<file path="src/fetch_pkg.sv">
`default_nettype none

package fetch_pkg;

    // one IF1 bundle with inst0 at the lower address
    typedef struct packed {
        logic [31:0] inst0;
        logic [31:0] inst1;
        logic [31:0] pc;         // pc of inst0
        logic [31:0] pc_next;
        logic [31:0] badv;       // icache bad address
        logic [31:0] cookie;
        logic [6:0]  exception;
        logic [1:0]  excp_flag;
        logic        cacop_ready;
        logic        cacop_complete;
    } fetch_bundle_t;

    // what the queue stores and hands to decode
    typedef struct packed {
        fetch_bundle_t bundle;
        logic [1:0]    ibar_flag;  // bit k set for ibar in slot k
    } queue_entry_t;

endpackage

`default_nettype wire

</file>
<file path="src/isa_pkg.sv">
`default_nettype none

package isa_pkg;

    // andi r0, r0, 0
    localparam logic [31:0] INST_NOP = 32'h0340_0000;

    localparam logic [31:0] PC_RESET = 32'h1c00_0000;

    // ibar hint sits in bits 14:0 below the fixed opcode
    localparam int          IBAR_LSB    = 15;
    localparam logic [16:0] IBAR_OPCODE = 17'h070e5;

    // only ibar matters to the fetch queue for now
    typedef enum logic {
        INST_CLASS_NORMAL = 1'b0,
        INST_CLASS_IBAR   = 1'b1
    } inst_class_e;

endpackage

`default_nettype wire
</file>
<file path="src/fetch_queue_top.sv">
`timescale 1ns/1ps
`default_nettype none

module fetch_queue_top #(
    parameter int BUF_DEPTH = 8
) (
    input  wire                      clk,
    input  wire                      rst_n_i,
    input  wire                      fetch_valid_i,
    input  wire fetch_pkg::fetch_bundle_t fetch_bundle_i,
    input  wire                      decode_ready_i,
    output fetch_pkg::queue_entry_t  decode_entry_o,
    output logic [31:0]              pc_add_o,
    output logic                     fetch_buf_empty_o,
    output logic                     fetch_buf_full_o,
    output logic                     ibar_refetch_valid_o,
    output logic [31:0]              ibar_refetch_pc_o
);

    logic [1:0] ibar_flag;
    logic       accept;  // pushed or bypassed

    pre_decoder pre_decoder_i (
        .clk                  (clk),
        .rst_n_i              (rst_n_i),
        .accept_i             (accept),
        .fetch_bundle_i       (fetch_bundle_i),
        .ibar_flag_o          (ibar_flag),
        .ibar_refetch_valid_o (ibar_refetch_valid_o),
        .ibar_refetch_pc_o    (ibar_refetch_pc_o)
    );

    fetch_buffer #(
        .BUF_DEPTH (BUF_DEPTH)
    ) fetch_buffer_i (
        .clk               (clk),
        .rst_n_i           (rst_n_i),
        .fetch_valid_i     (fetch_valid_i),
        .fetch_bundle_i    (fetch_bundle_i),
        .ibar_flag_i       (ibar_flag),
        .decode_ready_i    (decode_ready_i),
        .accept_o          (accept),
        .decode_entry_o    (decode_entry_o),
        .pc_add_o          (pc_add_o),
        .fetch_buf_empty_o (fetch_buf_empty_o),
        .fetch_buf_full_o  (fetch_buf_full_o)
    );

endmodule

`default_nettype wire

</file>
<file path="src/fetch_buffer.sv">
`timescale 1ns/1ps
`default_nettype none

module fetch_buffer #(
    parameter int BUF_DEPTH = 8
) (
    input  wire                      clk,
    input  wire                      rst_n_i,
    input  wire                      fetch_valid_i,
    input  wire fetch_pkg::fetch_bundle_t fetch_bundle_i,
    input  wire [1:0]                ibar_flag_i,
    input  wire                      decode_ready_i,
    output logic                     accept_o,
    output fetch_pkg::queue_entry_t  decode_entry_o,
    output logic [31:0]              pc_add_o,
    output logic                     fetch_buf_empty_o,
    output logic                     fetch_buf_full_o
);
    import fetch_pkg::*;
    import isa_pkg::*;

    localparam int ENTRY_W = $bits(queue_entry_t);

    queue_entry_t in_entry;
    queue_entry_t head_entry;
    queue_entry_t default_entry;
    logic         bypass;
    logic         push;
    logic         pop;

    assign in_entry.bundle    = fetch_bundle_i;
    assign in_entry.ibar_flag = ibar_flag_i;

    // skip the storage when the queue is empty and decode takes the bundle now
    assign bypass = fetch_buf_empty_o && fetch_valid_i && decode_ready_i;
    assign push   = fetch_valid_i && !fetch_buf_full_o && !bypass;  // dropped when full
    assign pop    = decode_ready_i && !fetch_buf_empty_o;

    assign accept_o = push || bypass;

    sync_fifo #(
        .DATA_WIDTH (ENTRY_W),
        .DEPTH      (BUF_DEPTH)
    ) sync_fifo_i (
        .clk     (clk),
        .rst_n_i (rst_n_i),
        .push_i  (push),
        .pop_i   (pop),
        .din_i   (in_entry),
        .dout_o  (head_entry),
        .full_o  (fetch_buf_full_o),
        .empty_o (fetch_buf_empty_o)
    );

    // nop pair at the reset pc while nothing is there
    always_comb begin
        default_entry                = '0;
        default_entry.bundle.inst0   = INST_NOP;
        default_entry.bundle.inst1   = INST_NOP;
        default_entry.bundle.pc      = PC_RESET;
        default_entry.bundle.pc_next = PC_RESET + 32'd8;
        default_entry.bundle.badv    = PC_RESET;
    end

    always_comb begin
        if (bypass) begin
            decode_entry_o = in_entry;
        end else if (!fetch_buf_empty_o) begin
            decode_entry_o = head_entry;
        end else begin
            decode_entry_o = default_entry;
        end
    end

    assign pc_add_o = decode_entry_o.bundle.pc + 32'd4;  // pc of inst1

endmodule

`default_nettype wire

</file>
<file path="src/pre_decoder.sv">
`timescale 1ns/1ps
`default_nettype none

module pre_decoder (
    input  wire                      clk,
    input  wire                      rst_n_i,
    input  wire                      accept_i,
    input  wire fetch_pkg::fetch_bundle_t fetch_bundle_i,
    output logic [1:0]               ibar_flag_o,
    output logic                     ibar_refetch_valid_o,
    output logic [31:0]              ibar_refetch_pc_o
);
    import isa_pkg::*;

    inst_class_e slot_class [2];
    logic        has_ibar;
    logic [31:0] refetch_pc;

    function automatic inst_class_e classify(input logic [31:0] inst);
        if (inst[31:IBAR_LSB] == IBAR_OPCODE) begin
            return INST_CLASS_IBAR;
        end
        return INST_CLASS_NORMAL;
    endfunction

    assign slot_class[0] = classify(fetch_bundle_i.inst0);
    assign slot_class[1] = classify(fetch_bundle_i.inst1);

    assign ibar_flag_o[0] = (slot_class[0] == INST_CLASS_IBAR);
    assign ibar_flag_o[1] = (slot_class[1] == INST_CLASS_IBAR);
    assign has_ibar       = |ibar_flag_o;

    // restart right behind the first ibar of the bundle
    assign refetch_pc = fetch_bundle_i.pc + (ibar_flag_o[0] ? 32'd4 : 32'd8);

    always_ff @(posedge clk) begin
        if (!rst_n_i) begin
            ibar_refetch_valid_o <= 1'b0;
        end else begin
            ibar_refetch_valid_o <= accept_i && has_ibar;  // one cycle pulse
        end
    end

    always_ff @(posedge clk) begin
        if (accept_i && has_ibar) begin
            ibar_refetch_pc_o <= refetch_pc;
        end
    end

endmodule

`default_nettype wire

</file>
<file path="src/sync_fifo.sv">
`timescale 1ns/1ps
`default_nettype none

module sync_fifo #(
    parameter int DATA_WIDTH = 32,
    parameter int DEPTH      = 8
) (
    input  wire                   clk,
    input  wire                   rst_n_i,
    input  wire                   push_i,
    input  wire                   pop_i,
    input  wire  [DATA_WIDTH-1:0] din_i,
    output logic [DATA_WIDTH-1:0] dout_o,
    output logic                  full_o,
    output logic                  empty_o
);

    localparam int PTR_W = (DEPTH > 1) ? $clog2(DEPTH) : 1;
    localparam int CNT_W = $clog2(DEPTH + 1);

    logic [DATA_WIDTH-1:0] mem [DEPTH];
    logic [PTR_W-1:0]      rd_ptr;
    logic [PTR_W-1:0]      wr_ptr;
    logic [CNT_W-1:0]      count;

    // wrap also for depths that are not a power of two
    function automatic logic [PTR_W-1:0] ptr_next(input logic [PTR_W-1:0] ptr);
        if (ptr == PTR_W'(DEPTH - 1)) begin
            return '0;
        end
        return ptr + 1'b1;
    endfunction

    always_ff @(posedge clk) begin
        if (push_i) begin
            mem[wr_ptr] <= din_i;
        end
    end

    always_ff @(posedge clk) begin
        if (!rst_n_i) begin
            rd_ptr <= '0;
            wr_ptr <= '0;
            count  <= '0;
        end else begin
            if (push_i) begin
                wr_ptr <= ptr_next(wr_ptr);
            end
            if (pop_i) begin
                rd_ptr <= ptr_next(rd_ptr);
            end
            case ({push_i, pop_i})
                2'b10:   count <= count + 1'b1;
                2'b01:   count <= count - 1'b1;
                default: count <= count;  // idle or push+pop
            endcase
        end
    end

    assign dout_o  = mem[rd_ptr];  // head without read latency
    assign full_o  = (count == CNT_W'(DEPTH));
    assign empty_o = (count == '0);

endmodule

`default_nettype wire

</file>
<file path="config.mk">
export PLATFORM = sky130hd
export DESIGN_NAME = fetch_queue_top
export DESIGN_NICKNAME = d
export VERILOG_FILES = /design/src/fetch_pkg.sv /design/src/isa_pkg.sv /design/src/fetch_queue_top.sv /design/src/fetch_buffer.sv /design/src/pre_decoder.sv /design/src/sync_fifo.sv
export SDC_FILE = /design/constraint.sdc
export NUM_CORES = 2
export LEC_CHECK = 0
export ABC_AREA = 1
export BUFFER_PORTS_ARGS = -buffer_cell sky130_fd_sc_hd__buf_2
export CORE_MARGIN = 2
export CORE_UTILIZATION = 35
export CTS_BUF_LIST = sky130_fd_sc_hd__clkbuf_4
export CTS_CLUSTER_SIZE = 14
export DETAILED_ROUTE_END_ITERATION = 16
export PLACE_DENSITY = 0.57
export SYNTH_ARGS = -nofsm -noshare
export SYNTH_HDL_FRONTEND = slang
export SYNTH_HIERARCHICAL = 1
export SYNTH_SLANG_ARGS = --single-unit
</file>
<file path="constraint.sdc">
create_clock -name clk -period 35.8 [get_ports clk]
set_input_delay 1.79 -clock clk [delete_from_list [all_inputs] [get_ports clk]]
set_output_delay 1.79 -clock clk [all_outputs]
set_load 0.005 [all_outputs]
</file>
# Yosys cells after proc, flatten, opt, wreduce, memory -nomap -nowiden
# Memory sizes are Yosys's and may differ from the RTL's. A register that Yosys moved wholly into a read port is not among the register bits.
# Cells that the tools add are included.
[totals]
register_bits = 43
mem_bits_rw = 1640
elab_cells = 56
n_memories = 1
[mem_list]
columns = ["memory", "depth", "width", "read_ports", "rd_clocked_by_memory_dff", "wr", "line_no", "rtl"]
rows = [
  ["fetch_buffer_i.sync_fifo_i.mem", 8, 205, 1, 1, 1, "sync_fifo.sv:21", "logic [DATA_WIDTH-1:0] mem [DEPTH];"],
]
[classes]
addsub = 6
n_eq_ne = 7
mux = 24
reduce_logical = 13
[ops]
columns = ["operator", "n"]
rows = [
  ["205-bit 2-to-1 mux", 2],
  ["17-bit by 15-bit == test with 1-bit output (second input constant)", 2],
  ["32-bit by 3-bit adder with 32-bit output (second input constant)", 1],
  ["32-bit adder", 1],
  ["3-bit 2-to-1 mux", 6],
  ["1-bit 2-to-1 mux", 14],
  ["4-bit case mux with 2 select lines", 1],
  ["3-bit by 1-bit adder with 3-bit output (second input constant)", 2],
  ["3-bit == test (second input constant)", 2],
  ["1-bit logical AND", 6],
  ["4-bit by 1-bit adder with 4-bit output (second input constant)", 1],
  ["4-bit == test (second input constant)", 1],
  ["4-bit zero test", 1],
  ["4-bit 2-to-1 mux", 1],
  ["4-bit by 1-bit subtractor with 4-bit output (second input constant)", 1],
  ["1-bit zero test", 3],
  ["2-bit by 1-bit == test with 1-bit output (second input constant)", 1],
  ["2-bit == test (second input constant)", 1],
  ["2-bit nonzero test", 1],
  ["2-bit OR reduction", 1],
  ["1-bit logical OR", 1],
]

# Depth between registers and ports, before layout
[depth]
depth_word = 8
mapped_depth = 21

# Cells and area by module
# The synthesis kept the hierarchy.
[by_module_without_submodules]
columns = ["mod", "instances", "cells_per_inst", "area_per_inst_um2", "seq_area_each_um2"]
rows = [
  ["sync_fifo", 1, 4693, 64419.3, 49507.5],
  ["fetch_buffer", 1, 545, 3384.5, 0.0],
  ["pre_decoder", 1, 259, 2049.5, 980.9],
]

# Least setup slack after synthesis
# Ideal clock, no wire load.
[synth_path]
kind = "in2reg"
start = "in decode_ready_i"
end = "mem fetch_buffer_i/sync_fifo_i/mem[0][0] (netlist name), enable pin"
setup_ps = 773
t_arrival_ps = 11688
required_ps = 35027
path_slack_ps = 23339
stages = 10
path_buffers = 4
cell_sequence = "buf_4 -> nand3_4 -> buf_6 -> buf_2 -> buf_1 -> nand2_1 -> inv_1 -> inv_1 -> or2_2 -> nor2_1"
[synth_between]
elab_chain_cells = 5
[synth_lines]
columns = ["item", "line_no", "rtl"]
rows = [
  ["start, declared", "fetch_queue_top.sv:11", "input wire decode_ready_i,"],
  ["1-bit logical AND", "fetch_buffer.sv:35", "assign bypass = fetch_buf_empty_o && fetch_valid_i && decode_ready_i;"],
  ["1-bit zero test", "fetch_buffer.sv:36", "assign push = fetch_valid_i && !fetch_buf_full_o && !bypass;"],
  ["1-bit logical AND", "fetch_buffer.sv:36", ""],
  ["named net fetch_buffer_i.push", "fetch_buffer.sv:28", "logic push;"],
  ["1-bit 2-to-1 mux", "sync_fifo.sv:35", "if (push_i) begin"],
  ["1-bit 2-to-1 mux (implied by the code)", "sync_fifo.sv:36", "mem[wr_ptr] <= din_i;"],
  ["end, declared", "sync_fifo.sv:21", ""],
]
# The timed path passes the listed nets, and every way through them passes these cells.

==> impl_metrics.csv <==
group,metric,value,unit
clocking,clock_tree.root_cell,"clkbuf_4",
worst_setup_path,crit_arrival,6.55,ns
timing,hold_viol,0,
timing,worst_slew_margin_rel,20.37,%
final_layout,mostFrequentLayoutCells,"edfxtp_1, nor2_1, nand2_1, clkbuf_4, o21ai_0",
final_layout,areaGrowthSynthToFinish,14.04,%
pwr,power.static_leakage,28.26,nW
synth,synth-main-ff-cell,"edfxtp_1",
synth,synthesis.nets,5715,
route,num_vias,46135,
floorplan,design.die.area,0.2032,sq mm
grt,groute.usage.overall,18.65,%
timing,final-max-slew-violation-count,0,
clocking,htree_levels,5,
place,dpl-instance-area,0.07424,sq mm
route,drtIter0Drc,3625,
final_layout,layout.cells.most_common,"edfxtp_1",
grt,grt.overflow.total,0,
route,wl_per_cell,21.46,um
worst_setup_path,startpoint_type,"flop",
timing,setup-violations-final,0,
synth,synth-edff-count,1672,
timing,time_the_worst_path_needs_with_i_o_delays_and_setup,8.337,ns
clocking,cts_made_buffers,447,
timing,rsz0062_at_grt,"false",
floorplan,floorplan.core_area,0.1978,sq mm
clocking,post-cts-setup-buffer-count,0,
grt,via_count_of_the_first_global_routing_pass,45460,
clocking,path_clk_slew,0.06,ns
timing,worst_clock_skew,0.1471,ns
clocking,cts_repair_resize_count,0,
run,max_cap_viol_count,0,
place,placed_cells_incl_taps,8320,
final_layout,final_layout_size_suffix_gt1_share,19.97,%
pwr,ir_drop,0.00006824,V
pwr,power_density,72.82,mW/mm^2
synth,synth_cell_types,42,
final_layout,number_of_nets_in_the_final_layout,6347,
clocking,deepest_clock_path_buffer_count,4,
timing,worstMarginPinSlew,1.194,ns
synth,synthMuxAreaShare,2.938,%
worst_setup_path,worstSetupPathType,"reg2out",
outcome,run_status,"finished clean",
final_layout,fillers,18965,
synth,synth_top_cell_by_area,"edfxtp_1",
floorplan,start_util,35.31,%
floorplan,die_height,450.7,um
floorplan,floorplan.rows,163,
route,drt_pass1_iterations,5,
place,dp.final_hpwl,101.7,mm
synth,synth-adder-area-share,0.2078,%
final_layout,finalInstanceArea,0.07966,sq mm
floorplan,die_x,450.7,um
synth,synth.top_cell.area_share,71.88,%
timing,totalNegativeSetupSlack,0,ns
route,routed_via_density,5.075,
grt,grt_first_pass_wirelength,287.9,mm
clocking,clock_insertion_delay_at_the_later_pin_of_the_skew_report,1.35,ns
place,io_buf_count,478,
synth,synth_area_leaders,"edfxtp_1, nor2_1, nand2_1",
synth,synth-warning-count,6,
clocking,cts_tree,"yes",
worst_setup_path,required,34.01,ns
clocking,hold_buffers_post_cts,0,
synth,largest_family_of_logic_cells_by_synthesized_area,"simple AND/OR/NAND/NOR gates",
worst_setup_path,cp-end-kind,"primary output",
grt,grt_max_degree,238,
route,drcViolationCount,0,
synth,post_synth.cell_area_avg,12.71,sq um
floorplan,ioPinCount,479,
route,routed_wl,195.1,mm
synth,synth_async_sr_flop_share,0,%
synth,ys_seq_area_share,72.28,%
synth,synth_compound_area_share,10.17,%
route,final_antenna_net_count,0,
synth,postSynthRegisterBits,1686,
synth,syn-cell-area,0.06985,sq mm
timing,layout_worst_path_cycle_share,23.29,%
place,globalplace.congestion,0.8429,
min_path,hp_class,"reg2reg",
worst_setup_path,critPathMaxFanout,80,
synth,post_synth_inst_count,5497,
timing,fmax,0.1199,GHz
final_layout,post_layout_nonfiller_instances,9091,
synth,share_of_synthesized_cell_area_in_and_or_nand_and_nor_gates,10.71,%
synth,post_synth_xor_area_fraction,0.3887,%
clocking,tritoncts_num_sinks,1686,
grt,grt_antenna_before_repair,22,
-- critical path: stages, from the launching register on --
cell	delay, ns
dfxtp_4	0.88
buf_4	0.80
buf_4	0.79
buf_4	0.86
buf_4	0.73
mux2i_1	0.26
o22ai_1	0.09
nand2_1	0.10
nand2_1	0.12
a22o_1	0.24
buf_2	0.12
-- routing by layer --
layer | part of all wire, % | up-vias | global-route usage (%)
met2 | 49 | 1413 | 31.00
met5 | 0.029 | - | 0
met4 | 2.9 | 10 | 7.839
met1 | 42 | 22852 | 23.75
li1 | - | 21515 | -
met3 | 5.5 | 345 | 3.652
-- final timing paths --
path              cells past startpoint                                               end                                              from  slack [ns]
hold reg to reg                       2  fetch_buffer_i/sync_fifo_i/count[1]$_SDFFE_PN0P_  fetch_buffer_i/sync_fifo_i/count[1]$_SDFFE_PN0P_        0.51
setup / recovery                     10                                decode_entry_o[17]                                              flop       27.46
hold / removal                        2  fetch_buffer_i/sync_fifo_i/count[1]$_SDFFE_PN0P_  fetch_buffer_i/sync_fifo_i/count[1]$_SDFFE_PN0P_        0.51
setup reg to reg                     12   fetch_buffer_i/sync_fifo_i/mem[0][64]$_DFFE_PP_  fetch_buffer_i/sync_fifo_i/count[0]$_SDFFE_PN0P_       30.40
-- where the power goes --
group          leakage (nW)  total, mW  switching (mW)  internal (mW)
Sequential             15.3       2.40          0.0553           2.34
Combinational          9.73       1.80            1.20          0.602
Clock                  3.25       1.60           0.759          0.845
Total                  28.3       5.80            2.01           3.79
-- stage by stage --
| step | setup slack (ns) | total power [mW] | hold WS, ns | util, % |
|---|---|---|---|---|
| after floorplan | 23.34 | 3.606 | 0.4562 | - |
| after global placement | 28.75 | 4.250 | 0.4766 | 37.53 |
| after detailed placement | 28.71 | 4.264 | 0.4945 | 37.53 |
| after CTS | 27.22 | 5.892 | 0.4369 | 40.25 |
| after global routing | 26.93 | 6.145 | 0.5264 | 40.26 |
| final | 27.46 | 5.801 | 0.5052 | 40.27 |
-- sequential cells by signal (all words and copies together), names as in the netlist, named ones only --
register	flops
fetch_buffer_i/sync_fifo_i/count	4
fetch_buffer_i/sync_fifo_i/mem	1640
fetch_buffer_i/sync_fifo_i/rd_ptr	3
fetch_buffer_i/sync_fifo_i/wr_ptr	3
pre_decoder_i/ibar_refetch_pc_o	32
pre_decoder_i/ibar_refetch_valid_o	1
-- logic make-up (layout without fill, tap and decap cells) --
| family | count (synthesis) | count (layout) |
|---|---|---|
| and+or+nand+nor | 1895 | 1895 |
| other | 0 | 16 |
| xor gates and xnor gates | 31 | 31 |
| DFF | 1686 | 1686 |
| adders and majority gates | 11 | 11 |
| AOI/OAI and AO/OA | 1230 | 1230 |
| muxes | 205 | 205 |
| buffers and inverters | 439 | 1377 |
-- area by class of cell --
| class | count | area (sq um) | share of cell area [%] |
|---|---|---|---|
| Multi-Input combinational cell | 3372 | 17120 | 21.49 |
| Sequential cell | 1686 | 50500 | 63.39 |
| Clock buffer | 657 | 4932 | 6.191 |
| Clock inverter | 98 | 450.4 | 0.5654 |
| Timing Repair Buffer | 533 | 2955 | 3.710 |
| Antenna cell | 16 | 40.04 | 0.05026 |
| Tap cell | 2640 | 3303 | 4.146 |
| Inverter | 89 | 365.4 | 0.4586 |
-- cell usage after synthesis (33+ instances only) --
cell / number
edfxtp_1: 1672
nor2_1: 920
nand2_1: 853
o21ai_0: 483
o21ai_1: 351
mux2i_1: 205
o22ai_1: 205
clkbuf_1: 173
a22o_1: 162
inv_1: 81
buf_2: 79
buf_1: 33
(Power assumes the default switching activity.)
